## src/hdl/databuf_settings.svh

```systemverilog
// ----------------------------------------------------------------------
// register map and buffer geometry of the sample capture buffer
// channel numbers run from 1 to NUM_CHAN and 0 is never captured
// buffer depth must be a power of two since the write index wraps
// ----------------------------------------------------------------------
`ifndef DATABUF_SETTINGS_SVH
`define DATABUF_SETTINGS_SVH

// block select in addr[15:12]
`define ADDR_MAIN           4'h0        // main register block
`define ADDR_DATABUF        4'h7        // buffer read block

// offsets inside a block
`define OFF_CMD_CUR         4'h1        // command current in addr[3:0]
`define OFF_DB_STATUS       12'h800     // buffer status in addr[11:0]

// buffer geometry
`define DATABUF_DEPTH_LOG2  10          // 1024 log words

// motor channels served by the ADC frame
`define NUM_CHAN            4

`endif
```

## src/hdl/databuf_pkg.sv

```systemverilog
// ----------------------------------------------------------------------
// shared types of the capture buffer
// widths of the buffer index and the ADC frame follow the settings
// log_word_s must stay exactly 32 bits to fit the register data bus
// ----------------------------------------------------------------------
`include "databuf_settings.svh"

package databuf_pkg;

    // plain vectors with a meaning
    typedef logic [15:0]                    reg_addr_t;
    typedef logic [31:0]                    reg_data_t;
    typedef logic [3:0]                     chan_t;     // 1..NUM_CHAN
    typedef logic [15:0]                    cur_t;      // signed current, raw bits
    typedef logic [31:0]                    ts_t;       // cycles since last command
    typedef logic [`DATABUF_DEPTH_LOG2-1:0] buf_addr_t;

    // register write bus, no acknowledge
    typedef struct packed {
        reg_addr_t waddr;
        reg_data_t wdata;
        logic      wen;         // single cycle strobe
    } reg_wr_s;

    typedef struct packed {
        reg_addr_t raddr;
    } reg_rd_req_s;

    typedef struct packed {
        reg_data_t rdata;
        logic      rwait;       // data valid one cycle later
    } reg_rd_rsp_s;

    // one ADC conversion result for all channels
    typedef struct packed {
        cur_t [`NUM_CHAN-1:0] cur;      // channel c at index c-1
        logic                 valid;    // one cycle pulse
    } adc_frame_s;

    // one buffer entry
    typedef struct packed {
        logic        is_fb;     // 1 feedback, 0 command
        logic        ts_over14; // time stamp beyond 14 bits
        logic [13:0] ts_low;
        cur_t        value;
    } log_word_s;

endpackage

```

## src/hdl/cmd_timestamp.sv

```systemverilog
// ----------------------------------------------------------------------
// cycle counter restarted by every command current write
// reads 0 in the cycle after the write and saturates at all ones
// ----------------------------------------------------------------------
`timescale 1ns/1ps

module cmd_timestamp (
    input  logic             clk,
    input  logic             arst_n,
    input  logic             cmd_wr,    // decoded command write pulse
    output databuf_pkg::ts_t ts
);
    import databuf_pkg::*;

    localparam ts_t TS_MAX = '1;

    // ------------------------------------------------------------------
    // counter
    // ------------------------------------------------------------------
    always_ff @(posedge clk or negedge arst_n) begin
        if (!arst_n) begin
            ts <= '0;
        end else if (cmd_wr) begin
            ts <= '0;                   // restart on each command
        end else if (ts != TS_MAX) begin
            ts <= ts + 1'b1;
        end
        // at TS_MAX just hold
    end

    // ------------------------------------------------------------------
    // checks
    // ------------------------------------------------------------------
    // only a command write may pull the count back
    a_ts_no_decrease: assert property (
        @(posedge clk) disable iff (!arst_n)
        !cmd_wr |=> ts >= $past(ts)
    );

endmodule

```

## config.mk

```make
export PLATFORM = sky130hd
export DESIGN_NAME = cmd_timestamp
export DESIGN_NICKNAME = d
export VERILOG_FILES = /design/src/hdl/databuf_pkg.sv /design/src/hdl/cmd_timestamp.sv
export VERILOG_INCLUDE_DIRS = /design/src /design/src/hdl
export SDC_FILE = /design/constraint.sdc
export NUM_CORES = 1
export LEC_CHECK = 0
export BUFFER_PORTS_ARGS = -buffer_cell sky130_fd_sc_hd__buf_2
export CORE_MARGIN = 1.5
export CORE_UTILIZATION = 35
export CTS_CLUSTER_SIZE = 14
export DETAILED_ROUTE_END_ITERATION = 10
export GPL_TIMING_DRIVEN = 0
export PLACE_DENSITY = 0.64
export SYNTH_ARGS = -nofsm -noshare
export SYNTH_HDL_FRONTEND = slang
export SYNTH_SLANG_ARGS = --single-unit
export TNS_END_PERCENT = 5
```

## constraint.sdc

```tcl
create_clock -name clk -period 2.86 [get_ports clk]
set_clock_uncertainty 0.1 [all_clocks]
set_input_delay 0.429 -clock clk [delete_from_list [all_inputs] [get_ports clk]]
set_output_delay 0.429 -clock clk [all_outputs]
set_load 0.005 [all_outputs]
```

### After elaboration in Yosys (flattened, before gate mapping)

Cells that the tools add are included.

| operators by class | value |
|---|---|
| $add $sub $neg | 1 |
| equality and inequality tests | 1 |
| mux-type cells | 2 |
| reductions and logical operators | 1 |

Operators with widths:

| cell | number |
|---|---|
| $mux 32 | 2 |
| $add 32x1->32 const B | 1 |
| $ne 32x32->1 const B | 1 |
| $reduce_bool 2->1 | 1 |

| storage, ports and cells | value |
|---|---|
| flip-flop bits (word level) | 32 |
| bits of input ports | 3 |
| output and inout bits | 32 |
| word-level logic and storage cells | 6 |

### Longest topological paths before layout

| logic depth | value |
|---|---|
| depth in word-level cells | 3 |
| depth in mapped cells | 8 |
| mapped depth without buffers | 6 |

### Least setup slack after synthesis

No wires, ideal clock.

| path | value |
|---|---|
| kind | flip-flop to flip-flop |
| start | reg ts[0] |
| end | reg ts[31] |
| arrival | 1.818 ns |
| required time | 2.624 ns |
| slack | 0.806 ns |
| cell stages (with the launch flop) | 8 |
| period minus slack after synthesis | 2.054 ns |
| cells stage by stage | dfrtp_1 -> ha_1 -> and2_1 -> and4_4 -> buf_6 -> a2111oi_4 -> a31o_2 -> a21oi_1 |

| on the way | value |
|---|---|
| word-level cells in the longest chain between the ends | 3 |

Ends and longest elaborated chain:

| element | RTL line | text |
|---|---|---|
| start, declared | cmd_timestamp.sv:11 | `output databuf_pkg::ts_t ts` |
| start signal, assigned | cmd_timestamp.sv:26 | `ts <= ts + 1'b1;` |
| $add 32x1->32 | cmd_timestamp.sv:26 |  |
| $mux 32 | cmd_timestamp.sv:25 | `end else if (ts != TS_MAX) begin` |
| $mux 32 | cmd_timestamp.sv:23 | `end else if (cmd_wr) begin` |

Several ways; a longest one is shown, not always the timed one. The select of a mux whose other input is x is not followed.
A chain may end at the register's enable or synchronous reset.

### Worst setup path after layout

Same ends and word-level chain as after synthesis.

==> impl_metrics.env <==
export IMPL_status="completed"
export IMPL_hold_class="in2async"
export IMPL_via_per_inst=5.352
export IMPL_worstSetupStartpointType="register"
export IMPL_cp_end_kind="register"
export IMPL_drt_pass1_iter_count=4
export IMPL_top_register="ts"
export IMPL_largest_reg_flops=32
export IMPL_maxSlewViolCount=0
export IMPL_rsz0062_at_grt="no"
export IMPL_layout_drive_gt1_share_pct=29.79
export IMPL_yosysSeqAreaShare_pct=40.40
export IMPL_top_regs="ts: 32 flops"
export IMPL_fillers=563
export IMPL_portBuffers=34
export IMPL_grt_pass1_vias=1521
export IMPL_antenna_cells=0
export IMPL_cts_hold_buf=0
export IMPL_postCtsSetupBuffers=0
export IMPL_overflow=0
export IMPL_drt_iter0_drc=59
export IMPL_ant_nets=0
export IMPL_clk_pin_slew_ns=0.07
export IMPL_synth_fp_nets=197
export IMPL_grt_max_degree=33
export IMPL_multi_input_area_um2=1086
export IMPL_cts_sinks=32
export IMPL_synthArstFlopShare_pct=100.0
export IMPL_fp_row_count=27
export IMPL_gp_congestion=0.7811
export IMPL_finalSetupViolations=0
export IMPL_ys_types=40
export IMPL_area_growth_syn_to_layout_pct=18.56
export IMPL_grtUsageTotal_pct=15.92
export IMPL_synth_top_area_share_pct=40.40
export IMPL_die_w_um=78.25
export IMPL_wl_per_cell_um=14.88
export IMPL_core_um2=5473
export IMPL_grt_pass1_wl_mm=7.583
export IMPL_period_needed_ns=2.273
export IMPL_cts_resized_gates=0
export IMPL_wl_mm=4.567
export IMPL_synth_cell_area_um2=1982
export IMPL_final_common_cell="buf_2"
export IMPL_worst_setup_path_type="reg2reg"
export IMPL_num_vias=1643
export IMPL_max_freq_mhz=439.9
export IMPL_antenna_found_initial=0
export IMPL_hold_slack_ns=0.09669
export IMPL_syn_area_per_cell_um2=10.27
export IMPL_clk_path_buf_depth=2
export IMPL_synth_warnings=0
export IMPL_place_hpwl_mm=3.199
export IMPL_synth_seq_cells=32
export IMPL_layout_common_cells="35 x buf_2, 32 x dfrtp_1, 24 x nor2_1"
export IMPL_regArea_um2=800.8
export IMPL_cts_root_buf="clkbuf_8"
export IMPL_cts_buffers=5
export IMPL_clk_latency_ns=0.29
export IMPL_num_io_pins=35
export IMPL_powerDensity_nw_per_um2=392.0
export IMPL_hold_violations=0
export IMPL_worst_endpoint_required_ns=2.90
export IMPL_tritoncts="done"
export IMPL_die_area_um2=6123
export IMPL_slew_headroom_pct=51.94
export IMPL_synth_area_top_cells="dfrtp_1 40%, xnor2_1 8.0%, nor2_1 4.5%"
export IMPL_p_leak_nw=0.9904
export IMPL_netlist_instances=193
export IMPL_die_h_um=78.25
export IMPL_maxCapViolCount=0
export IMPL_route_detailed_drc=0
export IMPL_ir_drop_v=0.0001605
export IMPL_initial_core_util_pct=36.21
export IMPL_tightest_slew_ns=0.7209
export IMPL_synth_ff_type="dfrtp_1"
export IMPL_cp_arrival_ns=2.32
export IMPL_yosysTopAreaCell="dfrtp_1"
export IMPL_htreeDepth=2
export IMPL_nets=238
export IMPL_synth_edf_count=0
export IMPL_path_max_fanout=7
export IMPL_fin_setup_tns_ns=0
export IMPL_period_share_pct=79.48
path summary, 6_finish.rpt:
check / endpoint / slack, ns / startpoint / cells past startpoint
min in group clk: ts[16] / 0.25 / cmd_wr / 2
max in group asynchronous: ts[29] / 2.10 / arst_n / 1
min reg2reg: ts[5] / 0.47 / ts[5] / 2
min: ts[21] / 0.1 / arst_n / 1
max: ts[31] / 0.59 / ts[0] / 7
max reg2reg: ts[31] / 0.59 / ts[0] / 7
cell type report:
| class | count | share of cell area (%) |
|---|---|---|
| inverter | 5 | 0.7987 |
| buffer | 10 | 3.248 |
| sequential | 32 | 34.08 |
| clock buffer | 6 | 3.088 |
| timing repair buffer | 34 | 7.242 |
| multi-input combinational | 146 | 46.22 |
| clock inverter | 2 | 1.491 |
| tap | 72 | 3.834 |
per-layer routing:
metal / part of all wire, % / global-route usage (%) / wire, um
met4: 2.8 / 7.679 / 126
met2: 45 / 22.70 / 2058
met1: 48 / 22.04 / 2200
met5: 0 / 0 / 0
met3: 4.0 / 4.419 / 182
critical path, stage by stage, from the launching register on:
cell	delay (ns)
dfrtp_1	0.45
ha_1	0.26
and2_1	0.23
and4_4	0.20
buf_6	0.14
a2111oi_4	0.47
a31o_2	0.23
a21oi_1	0.05
where the power goes:
group	internal, mW	switching [mW]	leakage (nW)
combinational	0.00831	0.0231	0.491
sequential	0.456	0.00561	0.445
clock	0.258	0.170	0.0552
total	0.723	0.199	0.990
Yosys cell counts (3+ instances only):
cell type and number:
dfrtp_1 32, nor2_1 24, xnor2_1 18, nand4_1 12, nand2_1 10, a21oi_1 9, nand3_1 8, a2111oi_2 5
a211oi_1 5, buf_6 5, inv_1 5, nor3_1 5, a211oi_2 4, and3_1 4, and4_1 4, clkbuf_1 4
or3_1 4, and2_1 3
cells by family after synthesis:
family / count (synthesis) / share of synthesized area (%)
AOI/OAI and AO/OA: 34 / 15.59
xor gates and xnor gates: 20 / 8.838
adders and majority gates: 1 / 0.6312
buffers and inverters: 15 / 4.797
DFF: 32 / 40.40
muxes: 2 / 1.010
and+or+nand+nor: 89 / 28.72
through the flow:
step	instance area [um^2]	power, mW	utilization, %	cells	worst slack, ns
6_report	2350	0.9212	42.94	307	0.5870
5_1_grt	2350	0.9619	42.94	307	0.4596
4_1_cts	2350	0.9372	42.94	307	0.5997
3_5_place_dp	2242	0.5032	40.97	299	0.6299
3_3_place_gp	2242	0.5025	40.97	299	0.6393
2_1_floorplan	1982	0.4821	-	193	0.8060
No activity file was read; power rests on OpenSTA's default activity.
