<file path="src/hdl/databuf_settings.svh">
// ----------------------------------------------------------------------
// register map and buffer geometry of the sample capture buffer
// channel numbers run from 1 to NUM_CHAN and 0 is never captured
// buffer depth must be a power of two since the write index wraps
// ----------------------------------------------------------------------
`ifndef DATABUF_SETTINGS_SVH
`define DATABUF_SETTINGS_SVH

// block select in addr[15:12]
`define ADDR_MAIN           4'h0        // main register block
`define ADDR_DATABUF        4'h7        // buffer read block

// offsets inside a block
`define OFF_CMD_CUR         4'h1        // command current in addr[3:0]
`define OFF_DB_STATUS       12'h800     // buffer status in addr[11:0]

// buffer geometry
`define DATABUF_DEPTH_LOG2  10          // 1024 log words

// motor channels served by the ADC frame
`define NUM_CHAN            4

`endif
</file>
<file path="src/hdl/databuf_pkg.sv">
// ----------------------------------------------------------------------
// shared types of the capture buffer
// widths of the buffer index and the ADC frame follow the settings
// log_word_s must stay exactly 32 bits to fit the register data bus
// ----------------------------------------------------------------------
`include "databuf_settings.svh"

package databuf_pkg;

    // plain vectors with a meaning
    typedef logic [15:0]                    reg_addr_t;
    typedef logic [31:0]                    reg_data_t;
    typedef logic [3:0]                     chan_t;     // 1..NUM_CHAN
    typedef logic [15:0]                    cur_t;      // signed current, raw bits
    typedef logic [31:0]                    ts_t;       // cycles since last command
    typedef logic [`DATABUF_DEPTH_LOG2-1:0] buf_addr_t;

    // register write bus, no acknowledge
    typedef struct packed {
        reg_addr_t waddr;
        reg_data_t wdata;
        logic      wen;         // single cycle strobe
    } reg_wr_s;

    typedef struct packed {
        reg_addr_t raddr;
    } reg_rd_req_s;

    typedef struct packed {
        reg_data_t rdata;
        logic      rwait;       // data valid one cycle later
    } reg_rd_rsp_s;

    // one ADC conversion result for all channels
    typedef struct packed {
        cur_t [`NUM_CHAN-1:0] cur;      // channel c at index c-1
        logic                 valid;    // one cycle pulse
    } adc_frame_s;

    // one buffer entry
    typedef struct packed {
        logic        is_fb;     // 1 feedback, 0 command
        logic        ts_over14; // time stamp beyond 14 bits
        logic [13:0] ts_low;
        cur_t        value;
    } log_word_s;

endpackage

</file>
<file path="src/hdl/feedback_sampler.sv">
// ----------------------------------------------------------------------
// picks the captured channel's current out of each ADC frame
// fb_wen follows frame valid by one cycle and fb_cur holds till next frame
// a channel outside 1..NUM_CHAN gives no strobe
// ----------------------------------------------------------------------
`timescale 1ns/1ps
`include "databuf_settings.svh"

module feedback_sampler (
    input  logic                    clk,
    input  logic                    arst_n,
    input  databuf_pkg::adc_frame_s adc_frame,
    input  databuf_pkg::chan_t      chan,       // from capture controller
    output logic                    fb_wen,
    output databuf_pkg::cur_t       fb_cur
);
    import databuf_pkg::*;

    localparam int SEL_W = (`NUM_CHAN > 1) ? $clog2(`NUM_CHAN) : 1;

    logic             chan_ok;
    logic [SEL_W-1:0] sel;          // frame slot of chan
    cur_t             sel_cur;
    logic             take;

    // channel check and slot select
    assign chan_ok = (chan != '0) && (chan <= chan_t'(`NUM_CHAN));
    assign sel     = SEL_W'(chan - 4'd1);    // channel c sits at c-1
    assign sel_cur = adc_frame.cur[sel];
    assign take    = adc_frame.valid && chan_ok;

    // ------------------------------------------------------------------
    // strobe
    // ------------------------------------------------------------------
    always_ff @(posedge clk or negedge arst_n) begin
        if (!arst_n) begin
            fb_wen <= 1'b0;
        end else begin
            fb_wen <= take;             // one cycle per frame
        end
    end

    // sample register
    // only loads on a usable frame so value stays put for the buffer
    always_ff @(posedge clk) begin
        if (take) begin
            fb_cur <= sel_cur;
        end
    end

endmodule

</file>
<file path="config.mk">
export PLATFORM = sky130hd
export DESIGN_NAME = feedback_sampler
export DESIGN_NICKNAME = d
export VERILOG_FILES = /design/src/hdl/databuf_pkg.sv /design/src/hdl/feedback_sampler.sv
export VERILOG_INCLUDE_DIRS = /design/src /design/src/hdl
export SDC_FILE = /design/constraint.sdc
export NUM_CORES = 1
export LEC_CHECK = 0
export ABC_AREA = 1
export BUFFER_PORTS_ARGS = -buffer_cell sky130_fd_sc_hd__buf_4
export CAP_MARGIN = 20
export CORE_MARGIN = 10
export CORE_UTILIZATION = 43
export DETAILED_ROUTE_END_ITERATION = 8
export PLACE_DENSITY = 0.81
export SYNTH_ARGS = -nofsm -noshare
export SYNTH_HDL_FRONTEND = slang
export SYNTH_SLANG_ARGS = --single-unit
</file>
<file path="constraint.sdc">
create_clock -name clk -period 0.8 [get_ports clk]
set_input_delay 0.04 -clock clk [delete_from_list [all_inputs] [get_ports clk]]
set_output_delay 0.04 -clock clk [all_outputs]
set_load 0.02 [all_outputs]
</file>
; ---- After elaboration in Yosys (flattened, before gate mapping)
; Index checks and enable logic that the tools add are counted.
[op_classes]
add_sub_neg = 1
n_lt_le_gt_ge = 2
reduce_logical = 3
n_mux = 2
[op_table]
columns = op, n
row1 = 16-bit binary-select mux with 2-bit select, 1
row2 = 16-bit two-way mux, 1
row3 = 4-bit by 3-bit <= comparator with 1-bit output (second input constant), 1
row4 = 4-bit nonzero test, 1
row5 = 2-bit by 3-bit less-than comparator with 1-bit output (second input constant), 1
row6 = 1-bit logical AND, 2
row7 = 2-bit by 1-bit subtractor with 2-bit output (second input constant), 1
[word_totals]
elab_cells = 10
register_bits = 17
out_inout_bits = 17
inputBits = 71

; ---- Logic depth before layout (Yosys ltp)
; Gate-level depths: netlist (run 1).
[logic_depth]
depth_word = 3
ltp_mapped = 9
mapped_depth_nobuf = 6

; ---- Least setup slack after synthesis (run 1)
; OpenSTA, ideal clock, no wires.
[synth_path]
path_type = input to register
startpoint = in chan[0]
endpoint = reg fb_cur[0], enable pin
t_arrival_ns = 1.335
t_required_ns = 0.410
setup_slack_ns = -0.925
stages = 8
setup_time_ns = 0.390
path_buffers = 2
path_cell_list = buf_6 -> inv_6 -> buf_6 -> ha_1 -> inv_1 -> nand2_1 -> nand2_1 -> nor2_1
[synth_between]
elab_chain_len = 3
word_cells_on_any_way = 4
cone_classes = order compare (1) / reduce/logical (3)
[synth_rtl]
columns = element, line_no
row1 = "start, declared", feedback_sampler.sv:13  ; input databuf_pkg::chan_t chan,
row2 = 4-bit by 3-bit <= comparator with 1-bit output / 4-bit nonzero test (equally long branches), feedback_sampler.sv:27  ; assign chan_ok = (chan != '0) && (chan <= chan_t'(`NUM_CHAN));
row3 = 1-bit logical AND *, feedback_sampler.sv:27
row4 = 1-bit logical AND *, feedback_sampler.sv:30  ; assign take = adc_frame.valid && chan_ok;
row5 = via take, feedback_sampler.sv:24  ; logic take;
row6 = "end signal, assigned", feedback_sampler.sv:47  ; fb_cur <= sel_cur;
row7 = "end, declared", feedback_sampler.sv:15  ; output databuf_pkg::cur_t fb_cur
; Mark *: on every way through the listed nets, which the timed path passes. The rest lies on a longest branch.
; A chain may end at the register's enable or synchronous reset.

; ---- Final worst setup path (run 1)
[layout_path]
startpoint = reg fb_cur[15]
endpoint = out fb_cur[15]
; No word-level cell between the ends.

==> reports/qor.yml, run 1 <==
global_routing:
  first_global_vias: 1450
  grt_max_degree: 33
  grt_overflow: 0
  antenna_found_initial: 0
  grt_pass1_wl_um: 6430
  track_usage_pct: 13.08
timing:
  hold_viol: 0
  rsz0062_at_grt: "true"
  setup_viol: 17
  final_max_slew_viol_count: 0
  setup_ws_ns: -0.1020
  setup_tns_ns: -1.332
  relSlewSlack_pct: 78.77
  fmax_ghz: 1.109
  tightest_slew_ns: 0.3185
  finalCriticalPeriod_ns: 0.9020
  fin_hold_ws_ns: 0.02578
  final.period_utilization_pct: 112.7
yosys:
  synth.distinct_cells: 15
  synth.avg_cell_area_um2: 6.516
  syn_area_um2: 1381
  yosys.area.top_type_share_pct: 34.78
  synth_top_area_cell: "edfxtp_1"
  async_flop_share_pct: 5.882
  dominantRegCellSynth: "edfxtp_1"
  synth_edf_count: 16
  ys_seq_area_share_pct: 36.59
  yosysMostFrequentCell: "nand2_1"
  synth_common_cells: "nand2_1, inv_1, nand3_1"
  ys_seq_elements: 17
  ys_warn_count: 0
  synth_cells: 212
  synth_nets: 284
  ys_top_cells_by_area: "edfxtp_1, nand2_1, inv_1"
power_and_ir_drop:
  total_power_uw: 2621
  irDropWorstVdd_uv: 857.5
  power_density_nw_per_um2: 1124
  p_int_uw: 1822
  leakagePower_uw: 0.001373
  clkPwrFrac_pct: 17.9
  p_sw_share_pct: 30.49
  switchingPower_uw: 799.1
  pwr-share-comb_pct: 40.5
  pwr-share-seq_pct: 41.6
placed_design:
  port_buffers: 87
  hpwl_um: 3347
  routabilityCongestion: 0.7315
  place_ws_ns: -0.2628
  dp.cells: 341
clocking:
  cts_setup_buffers: 0
  cts_buffers: 3
  cts_buffer_depth: 2
  path_clk_slew_ns: 0.11
  clock_sinks: 17
  cts-root-buf: "clkbuf_4"
  cts-htree-levels: 1
  cts_tree: "yes"
die:
  core_area_um2: 3053
  die-height_um: 76.68
  die-width_um: 76.68
  std_cell_rows: 20
  io_pins: 88
  die_area_um2: 5879
  initial_core_util_pct: 45.25
run_status:
  status: "finished, violations left"
  violations: "setup timing"
drt:
  wl_per_cell_um: 12.35
  antenna_left: 0
  via_per_inst: 4.309
  drtPass1Iterations: 6
  drtIter0Drc: 46
  drc: 0
  routed-via-count: 1491
  drt-total-wl_um: 4272
worst_setup_path:
  path_cells: "buf_6"
  cp_data_arrival_time_ns: 0.86
  path_max_fanout: 1
  critPathBufInv: 1
  crit_path_max_incr_delay_ns: 0.41
  cp.required_ns: 0.76
  setup.worst_path.end_class: "output pin"
  cp_slowest_cell: "edfxtp_1"
  critPathTopFamily: "flip-flops"
  worstSetupPathType: "reg -> out"
  start_kind: "flop"
finish:
  diodes: 0
  drive_gt1_share_pct: 43.71
  layout.cells.non_filler: 346
  nets: 375
  area_delta_synth_final_pct: 68.75
run:
  max_cap_viol_count: 0
min_path:
  hold_path_class: "in -> async"
==> cell families after synthesis <==
logic type	count (synthesis)	share of synthesized area (%)
flip-flops	17	36.59
AO/OA/AOI/OAI	1	0.5437
adder cells (fa/ha/maj)	1	0.9057
buffers and inverters	78	26.00
AND/OR/NAND/NOR	115	35.96
==> sequential cells by signal (all words and copies together), names as in the netlist <==
register	flops
fb_cur	16
fb_wen	1
==> cell usage in the layout (no fill, tap or decap) <==
cell,n
buf_4,73
nand2_1,71
inv_1,65
buf_6,17
nand3_2,16
nand3_1,16
edfxtp_1,16
nand2_2,11
buf_12,5
clkbuf_4,3
inv_8,2
inv_2,1
o21bai_2,1
nor2_4,1
ha_4,1
clkinv_2,1
dfrtp_1,1
dlygate4sd3_1,1
==> power groups by stage <==
stage	registers, µW	logic, µW	clock network (µW)
3_3_place_gp	1100	1010	0
2_1_floorplan	1180	488	0
5_1_grt	1100	1160	519
6_report	1090	1060	470
4_1_cts	1090	1060	476
3_5_place_dp	1100	1030	0
==> final cells by class <==
cell class              instances  area, µm²
well taps                      44      55.05
inverters                      68      270.3
repair buffers                 96      849.6
multi-input cells             117      623.1
fillers                       253      721.9
clock buffers                   3      22.52
flip-flops and latches         17      505.5
clock inverters                 1      5.005
==> metal layers <==
metal,track usage [%],part of all wire (%),vias up
met2,24.70,55,51
li1,-,-,792
met5,0,0,-
met1,13.03,37,643
met3,4.895,7.3,5
met4,3.346,0.94,0
==> timing repair <==
item | 4_1_cts | 5_1_grt
cloned | 0 | 0
setup endpoints to repair | 17 | 17
resized for setup | 13 | 4
hold buffers | 1 | 0
endpoints found under the hold margin | 1 | 0
==> metrics by stage <==
stage	utilization (%)	instance area, µm²
finish	76.35	2331
global route	76.35	2331
CTS	75.86	2316
detailed placement	73.03	2230
global placement	73.03	2230
floorplan	-	1511
==> path summary, 6_finish.rpt <==
check	cells after the start	startpoint	endpoint	slack, ns
max	1	fb_cur[15]	fb_cur[15]	-0.10
max in group asynchronous	2	arst_n	fb_wen	0.70
min	2	arst_n	fb_wen	0.03
min in group clk	5	adc_frame[27]	fb_cur[10]	0.10
Note: power is estimated with default switching activity, not from simulation.
==> run 2, diff against run 1 <==
Settings changed: ABC_AREA 1 to not set, CORE_UTILIZATION 43 to 37, PLACE_DENSITY 0.81 to 0.8, REMOVE_ABC_BUFFERS set to 1.
==> reports/qor.yml, run 2 <==
worst_setup_path:
  critPathTopFamily: "flip-flops"
  cp_data_arrival_time_ns: 0.84
  crit_path_max_incr_delay_ns: 0.40
  start_kind: "flop"
  worstSetupPathType: "reg -> out"
  critPathBufInv: 1
  cp.required_ns: 0.76
  path_cells: "buf_6"
  setup.worst_path.end_class: "output pin"
  path_max_fanout: 1
  cp_slowest_cell: "edfxtp_1"
die:
  initial_core_util_pct: 38.79
  die_area_um2: 5069
  die-width_um: 71.20
  std_cell_rows: 18
  io_pins: 88
  core_area_um2: 2500
  die-height_um: 71.20
timing:
  setup_viol: 45
  relSlewSlack_pct: 84.84
  final_max_slew_viol_count: 0
  hold_viol: 0
  finalCriticalPeriod_ns: 0.8818
  final.period_utilization_pct: 110.2
  tightest_slew_ns: 0.2264
  fin_hold_ws_ns: 0.04782
  setup_tns_ns: -2.371
  setup_ws_ns: -0.08184
  fmax_ghz: 1.134
  rsz0062_at_grt: "true"
yosys:
  syn_area_um2: 969.7
  synth.distinct_cells: 11
  yosysMostFrequentCell: "edfxtp_1"
  dominantRegCellSynth: "edfxtp_1"
  ys_seq_elements: 17
  synth_cells: 42
  ys_seq_area_share_pct: 52.13
  yosys.area.top_type_share_pct: 49.55
  synth_edf_count: 16
  synth_common_cells: "edfxtp_1, mux4_2, mux4_1"
  ys_top_cells_by_area: "edfxtp_1, mux4_2, mux4_1"
  async_flop_share_pct: 5.882
  synth.avg_cell_area_um2: 23.09
  ys_warn_count: 0
  synth_top_area_cell: "edfxtp_1"
clocking:
  cts_setup_buffers: 0
  cts_buffer_depth: 2
  clock_sinks: 17
  cts_tree: "yes"
  path_clk_slew_ns: 0.09
  cts-root-buf: "clkbuf_4"
  cts-htree-levels: 1
  cts_buffers: 3
drt:
  drc: 0
  via_per_inst: 5.042
  drtIter0Drc: 36
  antenna_left: 0
  drtPass1Iterations: 5
  drt-total-wl_um: 3562
  routed-via-count: 842
  wl_per_cell_um: 21.33
placed_design:
  place_ws_ns: -0.4371
  routabilityCongestion: 0.8364
  port_buffers: 87
finish:
  nFillCells: 167
  diodes: 0
  drive_gt1_share_pct: 83.21
  multi_input_area_um2: 417.9
  top_register: "fb_cur"
  nets: 210
  largestRegisters: "fb_cur (16), fb_wen (1)"
  area.sequential_um2: 505.5
  layout_commonest_cell: "buf_4"
  largest_register_ffs: 16
  area_delta_synth_final_pct: 87.35
  layout_common_cells: "buf_4, buf_6, edfxtp_1, mux4_2"
power_and_ir_drop:
  leakagePower_uw: 0.0008048
  irDropWorstVdd_uv: 1399
  total_power_uw: 2348
  power_density_nw_per_um2: 1293
global_routing:
  first_global_vias: 1023
  grt_max_degree: 11
  grt_pass1_wl_um: 5382
  track_usage_pct: 13.50
  grt_overflow: 0
  antenna_found_initial: 0
min_path:
  hold_path_class: "in -> async"
run:
  max_cap_viol_count: 0
run_status:
  status: "finished, violations left"
  violations: "setup timing"
-- run 2: where the power goes --
part,internal [µW],switching (µW)
logic,537,274
registers,1060,27.2
clock network,194,254
-- run 2: through the flow --
stage          utilization (%)  std cells  instance area (µm²)
2_1_floorplan                -         38                928.4
3_3_place_gp             66.77        161                 1669
3_5_place_dp             66.77        161                 1669
4_1_cts                  72.82        167                 1821
5_1_grt                  72.67        167                 1817
6_report                 72.67        167                 1817
-- run 2: layout make-up --
cell class / count / share of cell area [%]
flip-flops and latches: 17 / 27.82
multi-input cells: 19 / 23.00
inverters: 2 / 0.6887
well taps: 30 / 2.066
clock buffers: 4 / 1.446
repair buffers: 95 / 44.97
-- run 2: logic make-up (layout without fill, tap and decap cells) --
logic type	count (synthesis)	after routing	share of synthesized area, %
multiplexers	16	16	39.87
buffers and inverters	6	101	5.033
flip-flops	17	17	52.13
XOR/XNOR	1	1	0.9034
AND/OR/NAND/NOR	1	1	0.7745
adder cells (fa/ha/maj)	1	1	1.290
-- run 2: repair_timing --
action / CTS / global route
endpoints found under the setup margin: 49 / 49
gates cloned: 1 / 0
pin swaps: 2 / 1
hold endpoints to repair: 1 / 0
resized for setup: 37 / 1
hold buffers: 1 / 0
-- run 2: metal layers --
| layer | routed length (µm) | global-route usage [%] | up-vias |
|---|---|---|---|
| met5 | 0 | 0 | - |
| met4 | 6 | 0.6452 | 0 |
| met3 | 499 | 8.089 | 2 |
| met2 | 1878 | 25.49 | 66 |
| met1 | 1178 | 12.63 | 395 |
| li1 | - | - | 379 |
-- run 2: how the worst max path moves through the flow --
| stage | from | end | slack (ns) | cells past startpoint |
|---|---|---|---|---|
| after detailed placement | chan[0] | fb_cur[6] | -0.44 | 5 |
| after global placement | chan[0] | fb_cur[4] | -0.40 | 5 |
| after CTS | fb_cur[6] | fb_cur[6] | -0.09 | 1 |
| after floorplan | chan[0] | fb_cur[0] | -1.29 | 4 |
| after global routing | fb_cur[3] | fb_cur[3] | -0.12 | 1 |
| final | fb_cur[6] | fb_cur[6] | -0.08 | 1 |
==> run 3, diff against run 2 <==
Settings changed: CORE_UTILIZATION 37 to 38, CTS_BUF_LIST set to sky130_fd_sc_hd__clkbuf_2 sky130_fd_sc_hd__clkbuf_4 sky130_fd_sc_hd__clkbuf_8, PLACE_DENSITY 0.8 to 0.82.
==> reports/qor.yml, run 3 (same netlist as run 2, synthesis figures left out) <==
drt:
  antenna_left: 0
  drc: 0
  drtIter0Drc: 23
  via_per_inst: 5.153
  wl_per_cell_um: 23.14
  routed-via-count: 876
  drtPass1Iterations: 4
  drt-total-wl_um: 3933
finish:
  final_area_um2: 1907
  fin_util_pct: 77.68
  largestRegisters: "fb_cur (16), fb_wen (1)"
  area_delta_synth_final_pct: 96.65
  drive_gt1_share_pct: 87.14
  layout_commonest_cell: "buf_4"
  largest_register_ffs: 16
  nFillCells: 123
  top_register: "fb_cur"
  layout.cells.non_filler: 170
  layout_common_cells: "buf_4, buf_6, mux4_2, edfxtp_1, clkbuf_4"
  diodes: 0
  nets: 213
timing:
  final_max_slew_viol_count: 0
  rsz0062_at_grt: "true"
  setup_viol: 49
  fmax_ghz: 1.049
  setup_ws_ns: -0.1532
  tightest_slew_ns: 0.1644
  final.period_utilization_pct: 119.2
  relSlewSlack_pct: 89.02
  finalCriticalPeriod_ns: 0.9532
  hold_viol: 0
run_status:
  violations: "setup timing"
  status: "finished, violations left"
global_routing:
  antenna_found_initial: 0
  track_usage_pct: 15.01
  grt_overflow: 0
  grt_pass1_wl_um: 5692
  grt_max_degree: 10
  first_global_vias: 1059
clocking:
  clock_sinks: 17
  cts-root-buf: "clkbuf_4"
  cts-htree-levels: 1
  cts_buffers: 3
  cts_tree: "yes"
  path_clk_slew_ns: 0.09
  cts_buffer_depth: 2
die:
  std_cell_rows: 18
  initial_core_util_pct: 39.50
  die-width_um: 70.52
  io_pins: 88
  die_area_um2: 4972
  die-height_um: 70.52
  core_area_um2: 2455
power_and_ir_drop:
  irDropWorstVdd_uv: 1240
  leakagePower_uw: 0.0008358
  power_density_nw_per_um2: 1282
worst_setup_path:
  cp.required_ns: 0.81
  cp_data_arrival_time_ns: 0.96
  start_kind: "input pin"
  worstSetupPathType: "in -> reg"
  path_max_fanout: 8
  setup.worst_path.end_class: "flop"
min_path:
  hold_path_class: "in -> async"
placed_design:
  dp.cells: 160
  routabilityCongestion: 0.8189
  placedInstanceArea_um2: 1674
  hpwl_um: 2891
  port_buffers: 87
run:
  max_cap_viol_count: 0
[run 3: where the power goes]
group | total (µW) | leakage [µW] | switching, µW | internal, µW
clock | 471 | 0.0000184 | 243 | 228
sequential | 1090 | 0.000160 | 27.4 | 1060
combinational | 885 | 0.000657 | 306 | 580
[run 3: worst max-delay path: stages]
cell	delay (ns)
buf_8	0.08
inv_4	0.03
ha_4	0.16
xor2_4	0.16
nor3b_4	0.19
buf_6	0.15
clkbuf_16	0.15
[run 3: what timing repair did]
item,in CTS,in global routing
resized for setup,40,8
hold buffers,1,0
pin swaps,0,1
gates cloned,1,2
hold endpoints to repair,1,0
endpoints found under the setup margin,49,50
setup buffers,2,1
[run 3: layout make-up]
class / count / area [µm²] / area share [%]
multi-input cells: 19 / 431.7 / 22.64
repair buffers: 98 / 892.1 / 46.78
inverters: 2 / 10.01 / 0.5249
flip-flops and latches: 17 / 505.5 / 26.51
clock buffers: 4 / 30.03 / 1.575
well taps: 30 / 37.54 / 1.969
[run 3: worst max-delay path by stage]
stage            start    endpoint  slack, ns  cells after the start
2_1_floorplan  chan[0]   fb_cur[0]      -1.29                      4
3_3_place_gp   chan[0]   fb_cur[3]      -0.41                      5
3_5_place_dp   chan[0]  fb_cur[15]      -0.48                      6
4_1_cts        chan[0]   fb_cur[4]      -0.14                      6
5_1_grt        chan[0]   fb_cur[4]      -0.17                      7
6_report       chan[0]  fb_cur[12]      -0.15                      7
[run 3: metal layers]
layer | share of wire, % | wire (µm) | global-route usage [%]
met5 | 0 | 0 | 0
met4 | 1.1 | 45 | 6.360
met3 | 8.1 | 319 | 6.073
met2 | 62 | 2421 | 29.94
met1 | 29 | 1147 | 12.33
[run 3: per-stage QoR]
stage          setup slack [ns]  setup TNS [ns]  power (µW)  hold WS (ns)
5_1_grt                 -0.1693          -5.080        2549       0.03153
3_3_place_gp            -0.4110          -12.72        1796       -0.1843
2_1_floorplan            -1.294          -28.48        1381       -0.2556
6_report                -0.1532          -4.126        2445       0.05757
4_1_cts                 -0.1421          -3.820        2419       0.06046
3_5_place_dp            -0.4824          -14.47        1819       -0.1797
